`src/verilog/index_gen_pkg.sv`:
```
package index_gen_pkg;

    // ------------------------------
    // Widths
    // ------------------------------
    localparam int INDEX_WIDTH = 32;
    localparam int SHIFT_WIDTH = 5;

    // ------------------------------
    // Request FIFO sizing
    // ------------------------------
    localparam int FIFO_DEPTH       = 16;
    localparam int FIFO_ADDR_WIDTH  = 4;
    // Fill level where the sequencer backs off
    localparam int FIFO_PROG_THRESH = 8;

    // Index, stride, end, offset and base all share this width
    typedef logic [INDEX_WIDTH-1:0] index_t;

    typedef logic [SHIFT_WIDTH-1:0] shift_amount_t;

    // One extra bit so a full FIFO is distinct from an empty one
    typedef logic [FIFO_ADDR_WIDTH:0] fifo_count_t;

    // Sequencer states
    typedef enum logic [3:0] {
        RESET       = 4'd0,
        IDLE        = 4'd1,
        SETUP       = 4'd2,
        START       = 4'd3,
        BUSY        = 4'd4,
        PAUSE_TRANS = 4'd5,
        PAUSE       = 4'd6,
        BUSY_TRANS  = 4'd7,
        DONE        = 4'd8
    } gen_state_t;

endpackage : index_gen_pkg

```
`src/verilog/index_config_latch.sv`:
```
module index_config_latch (
    input  logic                         ap_clk,
    input  logic                         areset_generator,
    input  logic                         configure_valid,
    input  index_gen_pkg::index_t        configure_index_start,
    input  index_gen_pkg::index_t        configure_index_end,
    input  index_gen_pkg::index_t        configure_stride,
    input  logic                         configure_shift_left,
    input  index_gen_pkg::shift_amount_t configure_shift_amount,
    input  logic                         idle,
    output logic                         start,
    output index_gen_pkg::index_t        cfg_index_start,
    output index_gen_pkg::index_t        cfg_index_end,
    output index_gen_pkg::index_t        cfg_stride,
    output logic                         cfg_shift_left,
    output index_gen_pkg::shift_amount_t cfg_shift_amount
);

    logic accept;

    // Sequencer still sits in IDLE during the start cycle, so block a second strobe there
    assign accept = configure_valid & idle & ~start;

    always_ff @(posedge ap_clk) begin
        if (areset_generator) begin
            start <= 1'b0;
        end else begin
            start <= accept;
        end
    end

    // Fields held for the whole run
    always_ff @(posedge ap_clk) begin
        if (accept) begin
            cfg_index_start  <= configure_index_start;
            cfg_index_end    <= configure_index_end;
            cfg_stride       <= configure_stride;
            cfg_shift_left   <= configure_shift_left;
            cfg_shift_amount <= configure_shift_amount;
        end
    end

endmodule : index_config_latch

```
`src/verilog/index_counter.sv`:
```
module index_counter (
    input  logic                  ap_clk,
    input  logic                  areset_generator,
    input  logic                  load,
    input  logic                  step,
    input  index_gen_pkg::index_t load_value,
    input  index_gen_pkg::index_t stride,
    output index_gen_pkg::index_t count
);

    index_gen_pkg::index_t count_next;

    // Load wins over step
    always_comb begin
        count_next = count;
        if (load) begin
            count_next = load_value;
        end else if (step) begin
            count_next = count + stride;
        end
    end

    always_ff @(posedge ap_clk) begin
        if (areset_generator) begin
            count <= '0;
        end else begin
            count <= count_next;
        end
    end

endmodule : index_counter

```
`src/verilog/index_sequencer.sv`:
```
module index_sequencer (
    input  logic                  ap_clk,
    input  logic                  areset_generator,
    input  logic                  start,
    input  logic                  prog_full,
    input  index_gen_pkg::index_t count,
    input  index_gen_pkg::index_t cfg_index_end,
    output logic                  counter_load,
    output logic                  counter_step,
    output logic                  emit_valid,
    output logic                  idle,
    output logic                  done
);

    index_gen_pkg::gen_state_t current_state;
    index_gen_pkg::gen_state_t next_state;

    logic below_end;

    // Upward count only, so the run ends once count reaches or passes end
    assign below_end = count < cfg_index_end;

    // ------------------------------
    // State register
    // ------------------------------
    always_ff @(posedge ap_clk) begin
        if (areset_generator) begin
            current_state <= index_gen_pkg::RESET;
        end else begin
            current_state <= next_state;
        end
    end

    // ------------------------------
    // Next state
    // ------------------------------
    always_comb begin
        next_state = current_state;
        case (current_state)
            index_gen_pkg::RESET: next_state = index_gen_pkg::IDLE;
            index_gen_pkg::IDLE: begin
                if (start) begin
                    next_state = index_gen_pkg::SETUP;
                end
            end
            index_gen_pkg::SETUP: next_state = index_gen_pkg::START;
            index_gen_pkg::START: next_state = index_gen_pkg::BUSY;
            index_gen_pkg::BUSY: begin
                if (!below_end) begin
                    next_state = index_gen_pkg::DONE;
                end else if (prog_full) begin
                    next_state = index_gen_pkg::PAUSE_TRANS;
                end
            end
            index_gen_pkg::PAUSE_TRANS: next_state = index_gen_pkg::PAUSE;
            index_gen_pkg::PAUSE: begin
                if (!prog_full) begin
                    next_state = index_gen_pkg::BUSY_TRANS;
                end
            end
            index_gen_pkg::BUSY_TRANS: next_state = index_gen_pkg::BUSY;
            index_gen_pkg::DONE: next_state = index_gen_pkg::IDLE;
            default: next_state = index_gen_pkg::RESET;
        endcase
    end

    // ------------------------------
    // Outputs
    // ------------------------------
    assign counter_load = current_state == index_gen_pkg::SETUP;

    // One index per BUSY cycle, the step moves to the next one
    assign emit_valid   = (current_state == index_gen_pkg::BUSY) & below_end;
    assign counter_step = emit_valid;

    assign idle = current_state == index_gen_pkg::IDLE;

    // Registered, so done lags the state by one edge
    always_ff @(posedge ap_clk) begin
        if (areset_generator) begin
            done <= 1'b0;
        end else begin
            done <= (current_state == index_gen_pkg::IDLE) |
                    (current_state == index_gen_pkg::DONE);
        end
    end

endmodule : index_sequencer

```
`src/verilog/address_formatter.sv`:
```
module address_formatter (
    input  logic                         ap_clk,
    input  logic                         areset_generator,
    input  logic                         emit_valid,
    input  index_gen_pkg::index_t        count,
    input  index_gen_pkg::index_t        cfg_index_start,
    input  logic                         cfg_shift_left,
    input  index_gen_pkg::shift_amount_t cfg_shift_amount,
    output logic                         push,
    output index_gen_pkg::index_t        push_index,
    output index_gen_pkg::index_t        push_offset,
    output index_gen_pkg::index_t        push_base
);

    index_gen_pkg::index_t offset_comb;

    // Shift direction picked per run
    always_comb begin
        if (cfg_shift_left) begin
            offset_comb = count << cfg_shift_amount;
        end else begin
            offset_comb = count >> cfg_shift_amount;
        end
    end

    always_ff @(posedge ap_clk) begin
        if (areset_generator) begin
            push <= 1'b0;
        end else begin
            push <= emit_valid;
        end
    end

    // Request words
    always_ff @(posedge ap_clk) begin
        push_index  <= count;
        push_offset <= offset_comb;
        push_base   <= cfg_index_start;
    end

endmodule : address_formatter

```
`src/verilog/request_fifo.sv`:
```
module request_fifo (
    input  logic                  ap_clk,
    input  logic                  areset_generator,
    input  logic                  push,
    input  index_gen_pkg::index_t push_index,
    input  index_gen_pkg::index_t push_offset,
    input  index_gen_pkg::index_t push_base,
    input  logic                  request_ready,
    output logic                  prog_full,
    output logic                  request_valid,
    output index_gen_pkg::index_t request_index,
    output index_gen_pkg::index_t request_offset,
    output index_gen_pkg::index_t request_base
);

    index_gen_pkg::index_t mem_index  [index_gen_pkg::FIFO_DEPTH];
    index_gen_pkg::index_t mem_offset [index_gen_pkg::FIFO_DEPTH];
    index_gen_pkg::index_t mem_base   [index_gen_pkg::FIFO_DEPTH];

    logic [index_gen_pkg::FIFO_ADDR_WIDTH-1:0] wr_ptr;
    logic [index_gen_pkg::FIFO_ADDR_WIDTH-1:0] rd_ptr;
    index_gen_pkg::fifo_count_t                fill_level;

    logic empty;
    logic full;
    logic wr_en;
    logic pop;

    assign empty     = fill_level == '0;
    assign full      = fill_level == index_gen_pkg::FIFO_DEPTH;
    assign prog_full = fill_level >= index_gen_pkg::FIFO_PROG_THRESH;
    assign wr_en     = push & ~full;
    assign pop       = ~empty & request_ready;

    // ------------------------------
    // Pointers and fill level
    // ------------------------------
    always_ff @(posedge ap_clk) begin
        if (areset_generator) begin
            wr_ptr        <= '0;
            rd_ptr        <= '0;
            fill_level    <= '0;
            request_valid <= 1'b0;
        end else begin
            if (wr_en) begin
                wr_ptr <= wr_ptr + 1'b1;
            end
            if (pop) begin
                rd_ptr <= rd_ptr + 1'b1;
            end
            case ({wr_en, pop})
                2'b10:   fill_level <= fill_level + 1'b1;
                2'b01:   fill_level <= fill_level - 1'b1;
                default: fill_level <= fill_level;
            endcase
            request_valid <= pop;
        end
    end

    // Storage and read data
    always_ff @(posedge ap_clk) begin
        if (wr_en) begin
            mem_index[wr_ptr]  <= push_index;
            mem_offset[wr_ptr] <= push_offset;
            mem_base[wr_ptr]   <= push_base;
        end
        if (pop) begin
            request_index  <= mem_index[rd_ptr];
            request_offset <= mem_offset[rd_ptr];
            request_base   <= mem_base[rd_ptr];
        end
    end

endmodule : request_fifo

```
`src/verilog/index_generator_top.sv`:
```
module index_generator_top (
    input  logic                         ap_clk,
    input  logic                         areset_generator,
    input  logic                         configure_valid,
    input  index_gen_pkg::index_t        configure_index_start,
    input  index_gen_pkg::index_t        configure_index_end,
    input  index_gen_pkg::index_t        configure_stride,
    input  logic                         configure_shift_left,
    input  index_gen_pkg::shift_amount_t configure_shift_amount,
    input  logic                         request_ready,
    output logic                         request_valid,
    output index_gen_pkg::index_t        request_index,
    output index_gen_pkg::index_t        request_offset,
    output index_gen_pkg::index_t        request_base,
    output logic                         done
);

    // ------------------------------
    // Stage wiring
    // ------------------------------
    logic                         start;
    logic                         idle;
    index_gen_pkg::index_t        cfg_index_start;
    index_gen_pkg::index_t        cfg_index_end;
    index_gen_pkg::index_t        cfg_stride;
    logic                         cfg_shift_left;
    index_gen_pkg::shift_amount_t cfg_shift_amount;

    logic                  counter_load;
    logic                  counter_step;
    logic                  emit_valid;
    index_gen_pkg::index_t count;

    logic                  push;
    index_gen_pkg::index_t push_index;
    index_gen_pkg::index_t push_offset;
    index_gen_pkg::index_t push_base;
    logic                  prog_full;

    index_config_latch u_config (
        .ap_clk                 (ap_clk),
        .areset_generator       (areset_generator),
        .configure_valid        (configure_valid),
        .configure_index_start  (configure_index_start),
        .configure_index_end    (configure_index_end),
        .configure_stride       (configure_stride),
        .configure_shift_left   (configure_shift_left),
        .configure_shift_amount (configure_shift_amount),
        .idle                   (idle),
        .start                  (start),
        .cfg_index_start        (cfg_index_start),
        .cfg_index_end          (cfg_index_end),
        .cfg_stride             (cfg_stride),
        .cfg_shift_left         (cfg_shift_left),
        .cfg_shift_amount       (cfg_shift_amount)
    );

    index_counter u_counter (
        .ap_clk           (ap_clk),
        .areset_generator (areset_generator),
        .load             (counter_load),
        .step             (counter_step),
        .load_value       (cfg_index_start),
        .stride           (cfg_stride),
        .count            (count)
    );

    index_sequencer u_sequencer (
        .ap_clk           (ap_clk),
        .areset_generator (areset_generator),
        .start            (start),
        .prog_full        (prog_full),
        .count            (count),
        .cfg_index_end    (cfg_index_end),
        .counter_load     (counter_load),
        .counter_step     (counter_step),
        .emit_valid       (emit_valid),
        .idle             (idle),
        .done             (done)
    );

    address_formatter u_formatter (
        .ap_clk           (ap_clk),
        .areset_generator (areset_generator),
        .emit_valid       (emit_valid),
        .count            (count),
        .cfg_index_start  (cfg_index_start),
        .cfg_shift_left   (cfg_shift_left),
        .cfg_shift_amount (cfg_shift_amount),
        .push             (push),
        .push_index       (push_index),
        .push_offset      (push_offset),
        .push_base        (push_base)
    );

    request_fifo u_fifo (
        .ap_clk           (ap_clk),
        .areset_generator (areset_generator),
        .push             (push),
        .push_index       (push_index),
        .push_offset      (push_offset),
        .push_base        (push_base),
        .request_ready    (request_ready),
        .prog_full        (prog_full),
        .request_valid    (request_valid),
        .request_index    (request_index),
        .request_offset   (request_offset),
        .request_base     (request_base)
    );

endmodule : index_generator_top

```
`config.mk`:
```
export PLATFORM = sky130hd
export DESIGN_NAME = index_generator_top
export DESIGN_NICKNAME = d
export VERILOG_FILES = /design/src/verilog/index_gen_pkg.sv /design/src/verilog/index_config_latch.sv /design/src/verilog/index_counter.sv /design/src/verilog/index_sequencer.sv /design/src/verilog/address_formatter.sv /design/src/verilog/request_fifo.sv /design/src/verilog/index_generator_top.sv
export SDC_FILE = /design/constraint.sdc
export NUM_CORES = 2
export LEC_CHECK = 0
export BUFFER_PORTS_ARGS = -buffer_cell sky130_fd_sc_hd__buf_4
export CAP_MARGIN = 20
export CORE_MARGIN = 8
export CORE_UTILIZATION = 56
export CTS_CLUSTER_SIZE = 24
export DETAILED_ROUTE_END_ITERATION = 6
export GPL_TIMING_DRIVEN = 1
export PLACE_DENSITY = 0.76
export SYNTH_ARGS = -nofsm -noshare
export SYNTH_HDL_FRONTEND = slang
export SYNTH_HIERARCHICAL = 1
export SYNTH_SLANG_ARGS = --single-unit
```
`constraint.sdc`:
```
create_clock -name ap_clk -period 8.46 [get_ports ap_clk]
set_clock_uncertainty 0.05 [all_clocks]
set_input_delay 1.692 -clock ap_clk [delete_from_list [all_inputs] [get_ports ap_clk]]
set_output_delay 1.692 -clock ap_clk [all_outputs]
set_load 0.05 [all_outputs]
```
# Word-level counts from Yosys, hierarchy flattened

Memory sizes are Yosys's and may differ from the RTL's. A register that Yosys moved wholly into a read port is not among the register bits.
Cells that the tools add are included.

Bits of input ports: 106
Flip-flop bits (word level): 251
RAM bits: 1536
Logic and storage cells: 70
Output and inout port bits: 98
Memories: 3

Magnitude comparators: 2
Bitwise logic cells: 9
Mux-type cells: 11
Reductions and logical operators: 7
Shift operators: 2
$add $sub $neg: 5
Equal/unequal tests: 14

Memories:

| name              | words | bits a word | rd ports | clocked after memory_dff | wr ports | line               | source |
|---|---|---|---|---|---|---|---|
| u_fifo.mem_base   | 16    | 32          | 1        | 1                        | 1        | request_fifo.sv:18 | `index_gen_pkg::index_t mem_base [index_gen_pkg::FIFO_DEPTH];` |
| u_fifo.mem_index  | 16    | 32          | 1        | 1                        | 1        | request_fifo.sv:16 | `index_gen_pkg::index_t mem_index [index_gen_pkg::FIFO_DEPTH];` |
| u_fifo.mem_offset | 16    | 32          | 1        | 1                        | 1        | request_fifo.sv:17 | `index_gen_pkg::index_t mem_offset [index_gen_pkg::FIFO_DEPTH];` |

Operators by type and width:

| cell                  | count |
|---|---|
| $mux W32              | 3 |
| $add A32 B32 Y32      | 1 |
| $lt A32 B32 Y1        | 1 |
| $shl A32 B5 Y32       | 1 |
| $shr A32 B5 Y32       | 1 |
| $pmux W4 S7           | 1 |
| $eq A4 B3 Y1 const B  | 4 |
| $mux W4               | 4 |
| $pmux W5 S2           | 1 |
| $add A4 B1 Y4 const B | 2 |
| $eq A4 B2 Y1 const B  | 2 |
| $add A5 B1 Y5 const B | 1 |
| $and A1 B1 Y1         | 5 |
| $eq A5 B5 Y1 const B  | 1 |
| $ge A5 B4 Y1 const B  | 1 |
| $logic_not A5 Y1      | 1 |
| $sub A5 B1 Y5 const B | 1 |
| $eq A4 B1 Y1 const B  | 1 |
| $eq A4 B4 Y1 const B  | 1 |
| $logic_not A4 Y1      | 1 |
| $ne A2 B2 Y1 const B  | 2 |
| $reduce_bool A2 Y1    | 2 |
| $reduce_or A2 Y1      | 2 |
| $ne A3 B2 Y1 const B  | 1 |
| 6 further kinds       | 9 |

# Longest topological paths before layout

Depth in word-level cells: 5
Mapped depth: 15
Gate-level depth less buffers: 14

# Modules after synthesis

The synthesis kept the hierarchy.

Modules (own cells, without submodules):

| module             | times used | area an instance (µm²) | cells each |
|---|---|---|---|
| request_fifo       | 1          | 60981.0                | 2543 |
| address_formatter  | 1          | 5482.8                 | 532 |
| index_counter      | 1          | 3323.2                 | 447 |
| index_config_latch | 1          | 3105.5                 | 105 |
| index_sequencer    | 1          | 1066.0                 | 144 |

# Worst setup path before layout

No wires, ideal clock.

Path type: register -> register
Start point: reg u_fifo.fill_level[0]
End point: mem u_fifo/mem_base[0][0] in the netlist's numbering (enable)
Library setup time: 0.668 ns
Arrival time: 7.595 ns
Required time: 7.742 ns
Slack: 0.147 ns
Cell stages (with the launch flop): 6
Period minus slack after synthesis: 8.313 ns
Path through: dfxtp_1 or4_1 clkbuf_1 o21a_1 nand2_1 nor3_1

Word-level cells in the longest chain between the ends: 5

RTL lines:

| item                          | line               | source |
|---|---|---|
| from (decl)                   | request_fifo.sv:22 | `index_gen_pkg::fifo_count_t fill_level;` |
| from (signal assigned)        | request_fifo.sv:52 | `2'b10: fill_level <= fill_level + 1'b1;` |
| from (signal assigned)        | request_fifo.sv:53 | `2'b01: fill_level <= fill_level - 1'b1;` |
| from (signal assigned)        | request_fifo.sv:54 | `default: fill_level <= fill_level;` |
| $eq A5 B5 Y1                  | request_fifo.sv:30 | `assign full = fill_level == index_gen_pkg::FIFO_DEPTH;` |
| $not A1 Y1                    | request_fifo.sv:32 | `assign wr_en = push & ~full;` |
| $and A1 B1 Y1                 | request_fifo.sv:32 |  |
| $mux W1                       | request_fifo.sv:62 | `if (wr_en) begin` |
| $mux W1 (implied by the code) | request_fifo.sv:65 | `mem_base[wr_ptr] <= push_base;` |
| to (decl)                     | request_fifo.sv:18 |  |

No other way between the ends.

# Worst setup path in the final report

Start point: reg u_counter.count[7]
End point: reg u_counter.count[23]

Word-level cells in the longest chain between the ends: 3
Elaborated cells on any way between the ends: 6

RTL lines:

| item                                | line                      | source |
|---|---|---|
| from (decl)                         | index_counter.sv:8        | `output index_gen_pkg::index_t count` |
| from (signal assigned)              | index_counter.sv:27       | `count <= count_next;` |
| $lt A32 B32 Y1                      | index_sequencer.sv:21     | `assign below_end = count < cfg_index_end;` |
| $and A1 B1 Y1                       | index_sequencer.sv:73     | `assign emit_valid = (current_state == index_gen_pkg::BUSY) & below_end;` |
| named net counter_step              | index_generator_top.sv:30 | `logic counter_step;` |
| $reduce_bool A2 Y1 (no source line) | -                         |  |

The timed path passes the listed nets, and every way through them passes these cells. The select of a mux whose other input is x is not followed.
A chain may end at the register's enable or synchronous reset.

==> reports/results.txt <==
switching share of power = 20.4%
Final Util = 63.5%
Synth async-reset ratio = 0%
Comb pwr share = 2.1%
filler instances = 8,564
Area Overhead vs Synth = 12.7%
main flop type after synthesis = edfxtp_1
Reg power frac = 54.9%
worst path cell trace = ha_1 > a21oi_1 > o21ai_0 > a41oi_2 > o41ai_2 > a31oi_2 > and2_1 > buf_4 > inv_1 > nor2_1 > buf_4 > nand2_1 > or4_1 > nand3_1
post-route insts no fill = 5,923
most frequent cell after synthesis = edfxtp_1
hold_buf cts = 0
Multi-input gate area = 17,800 um2
min-delay worst type = reg2reg
fraction of final layout cells sized beyond drive strength 1 = 25.1%
CP delay by family, top = simple AND/OR/NAND/NOR gates
Crit Path Max Fanout = 25
Post-synth EDFFs = 1,734
unrepaired setup endpoints after global routing = no
top cell type by total area after synthesis = edfxtp_1
Max VDD drop = 0.000215 V
final wirelength = 187,000 um
Final GP Congestion = 0.964
Tightest Pin Transition = 1.17 ns
Final Power = 18.8 mW
syn nets = 3,950
Iter 0 DRT Violations = 5,128
WP buf/inv = 3
Avg Cell Area, Syn = 19.6 um2
Max-cap violations = 0
Synth cell types = 90
htree depth = 4
switching pwr = 3.83 mW
synthesized cell area = 74,000 um2
die width = 379 um
layout net count = 4,188
GRT Util Overall = 25.8%
IO Port Bufs = 203
dpl cell area = 77,300 um2
post-synth top area share = 70.4%
slowest stage cell, crit path = dfxtp_1
io pins = 204
first-pass GRT wire length = 270,000 um
nature of the critical path startpoint = flip-flop
Die ar. = 144,000 um2
clock latency on the worst-skew pair = 0.82 ns
Final Hold Viols = 0
Max clock buf depth = 3
CP dominant cell by count = buf_4
CP Class = reg2reg
YS warnings = 6
Die Ht = 379 um
crit path time final = 4.47 ns
cts bufs inserted = 180
Slew headroom = 22.3%
LEAKAGE = 27.3 nW
Detailed Routing Iterations Pass 1 = 7
ranking of synthesized cells by area = edfxtp_1, mux4_2, dfxtp_1
starting density of the core = 56.3%
Internal Pwr Total = 15.0 mW
Clk pwr share = 43.0%
TNS Setup = 0 ns
Core Box Area = 131,000 um2
design area = 83,300 um2
drt drc = 0
Vias = 38,900
clock slew at reported path FFs = 0.06 ns
Vias/cell = 6.56
status = finished clean
Syn Inst Count = 3,771
Worst EP arrival = 5.18 ns
#FFs+latches synth = 1,883
slowest cell delay on critical path = 0.60 ns
power per cell area = 226 nW/um2
WL/cell = 31.5 um
synth cell count leaders = edfxtp_1, mux4_2, nand2_1, a22oi_1, dfxtp_1
vias in the first global route = 39,100
Post-DP HPWL = 102,000 um
site row count = 133
Root Buffer = clkbuf_16
final max-slew violation count = 0
initial antenna violation count = 7
GRT overflow = 0
PostCTS Resize Cnt = 0
CTS tree = yes
CP endpoint kind = flip-flop
final setup fails = 0
largest net degree at the start of global routing = 142
total clock sinks = 1,883
Post-CTS Setup Bufs = 0
Worst EP required = 9.16 ns
antenna-violating nets left = 0
Register Area = 55,100 um2
placed cells = 5,582
f_max = 224 MHz
sequential area share after synthesis = 74.4%
fin crit share = 52.9%
[final cells by class]
| cell class | instances | share of cell area (%) |
|---|---|---|
| antenna | 2 | 0.00601 |
| clock buffer | 247 | 6.01 |
| clock inverter | 92 | 1.21 |
| inverter | 59 | 0.272 |
| multi-input combinational | 1618 | 21.3 |
| sequential | 1883 | 66.1 |
| tap | 1755 | 2.63 |
| timing repair buffer | 267 | 2.48 |
[registers in the layout (all words and copies together) (netlist names), 32 cells and up]
signal	cells
u_fifo/request_index	32
u_formatter/push_base	32
u_config/cfg_index_end	32
u_formatter/push_offset	32
u_fifo/mem_base	512
u_counter/count	32
u_formatter/push_index	32
u_fifo/request_offset	32
u_config/cfg_stride	32
u_fifo/mem_index	512
u_fifo/mem_offset	512
u_fifo/request_base	32
u_config/cfg_index_start	32
[stage by stage]
| stage | setup WS, ns | hold slack [ns] |
|---|---|---|
| 2_1_floorplan | 0.147 | 0.293 |
| 6_report | 3.99 | 0.326 |
| 4_1_cts | 4.14 | 0.328 |
| 5_1_grt | 3.72 | 0.346 |
| 3_5_place_dp | 4.19 | 0.315 |
| 3_3_place_gp | 4.25 | 0.309 |
[per-layer routing]
layer,part of all wire [%],routed length [um],GRT usage (%),vias up
li1,-,-,-,16000
met1,39,73300,37.1,20100
met2,47,87700,40.4,2366
met3,10,19500,4.96,335
met4,3.2,6000,8.14,2
met5,0.0070,13,0,-
[power groups by stage]
stage | Sequential [mW] | Combinational [mW] | Clock, mW
after floorplan | 10.5 | 0.251 | 0
after global placement | 10.5 | 0.388 | 0
after detailed placement | 10.5 | 0.385 | 0
after CTS | 10.3 | 0.389 | 8.21
after global routing | 10.3 | 0.418 | 8.53
final | 10.3 | 0.394 | 8.09
[worst paths after layout]
kind / cells after the start / endpoint / slack [ns] / startpoint
worst max-delay path: 14 / u_counter/count[23] / 3.99 / u_counter/count[7]
worst min-delay path: 0 / u_formatter/push_base[12] / 0.33 / u_config/cfg_index_start[12]
worst max register to register: 14 / u_counter/count[23] / 3.99 / u_counter/count[7]
worst min register to register: 0 / u_formatter/push_base[12] / 0.33 / u_config/cfg_index_start[12]
[kinds of logic (layout without fill, tap and decap cells)]
family                   count (synthesis)  in the layout  share of synthesized area, %
AO/OA/AOI/OAI                          530            530                          5.12
XOR/XNOR                                31             31                         0.367
adder cells (fa/ha/maj)                 73             73                          1.26
buffers and inverters                  270            665                          1.74
flip-flops                            1883           1883                          74.4
multiplexers                           506            506                          14.2
other                                    0              2                             0
AND/OR/NAND/NOR                        478            478                          2.93
[cells in the final DEF, fill, tap and decap left out, drive strengths merged, types with 13 or more instances in the layout]
cell type and instances:
dfxtp 149, inv 68, and3 20, o21ai 55
edfxtp 1734, a21o 15, a211oi 20, bufinv 15
nand2b 13, clkbuf 247, nor3 27, mux2i 53
o211ai 16, mux2 25, nand4 16, a22oi 208
clkinv 61, nand2 220, o22ai 15, a21oi 105
ha 71, nor2 114, mux4 428, buf 267
nand3 16, xor2 20
No activity file was read; power rests on OpenSTA's default activity.
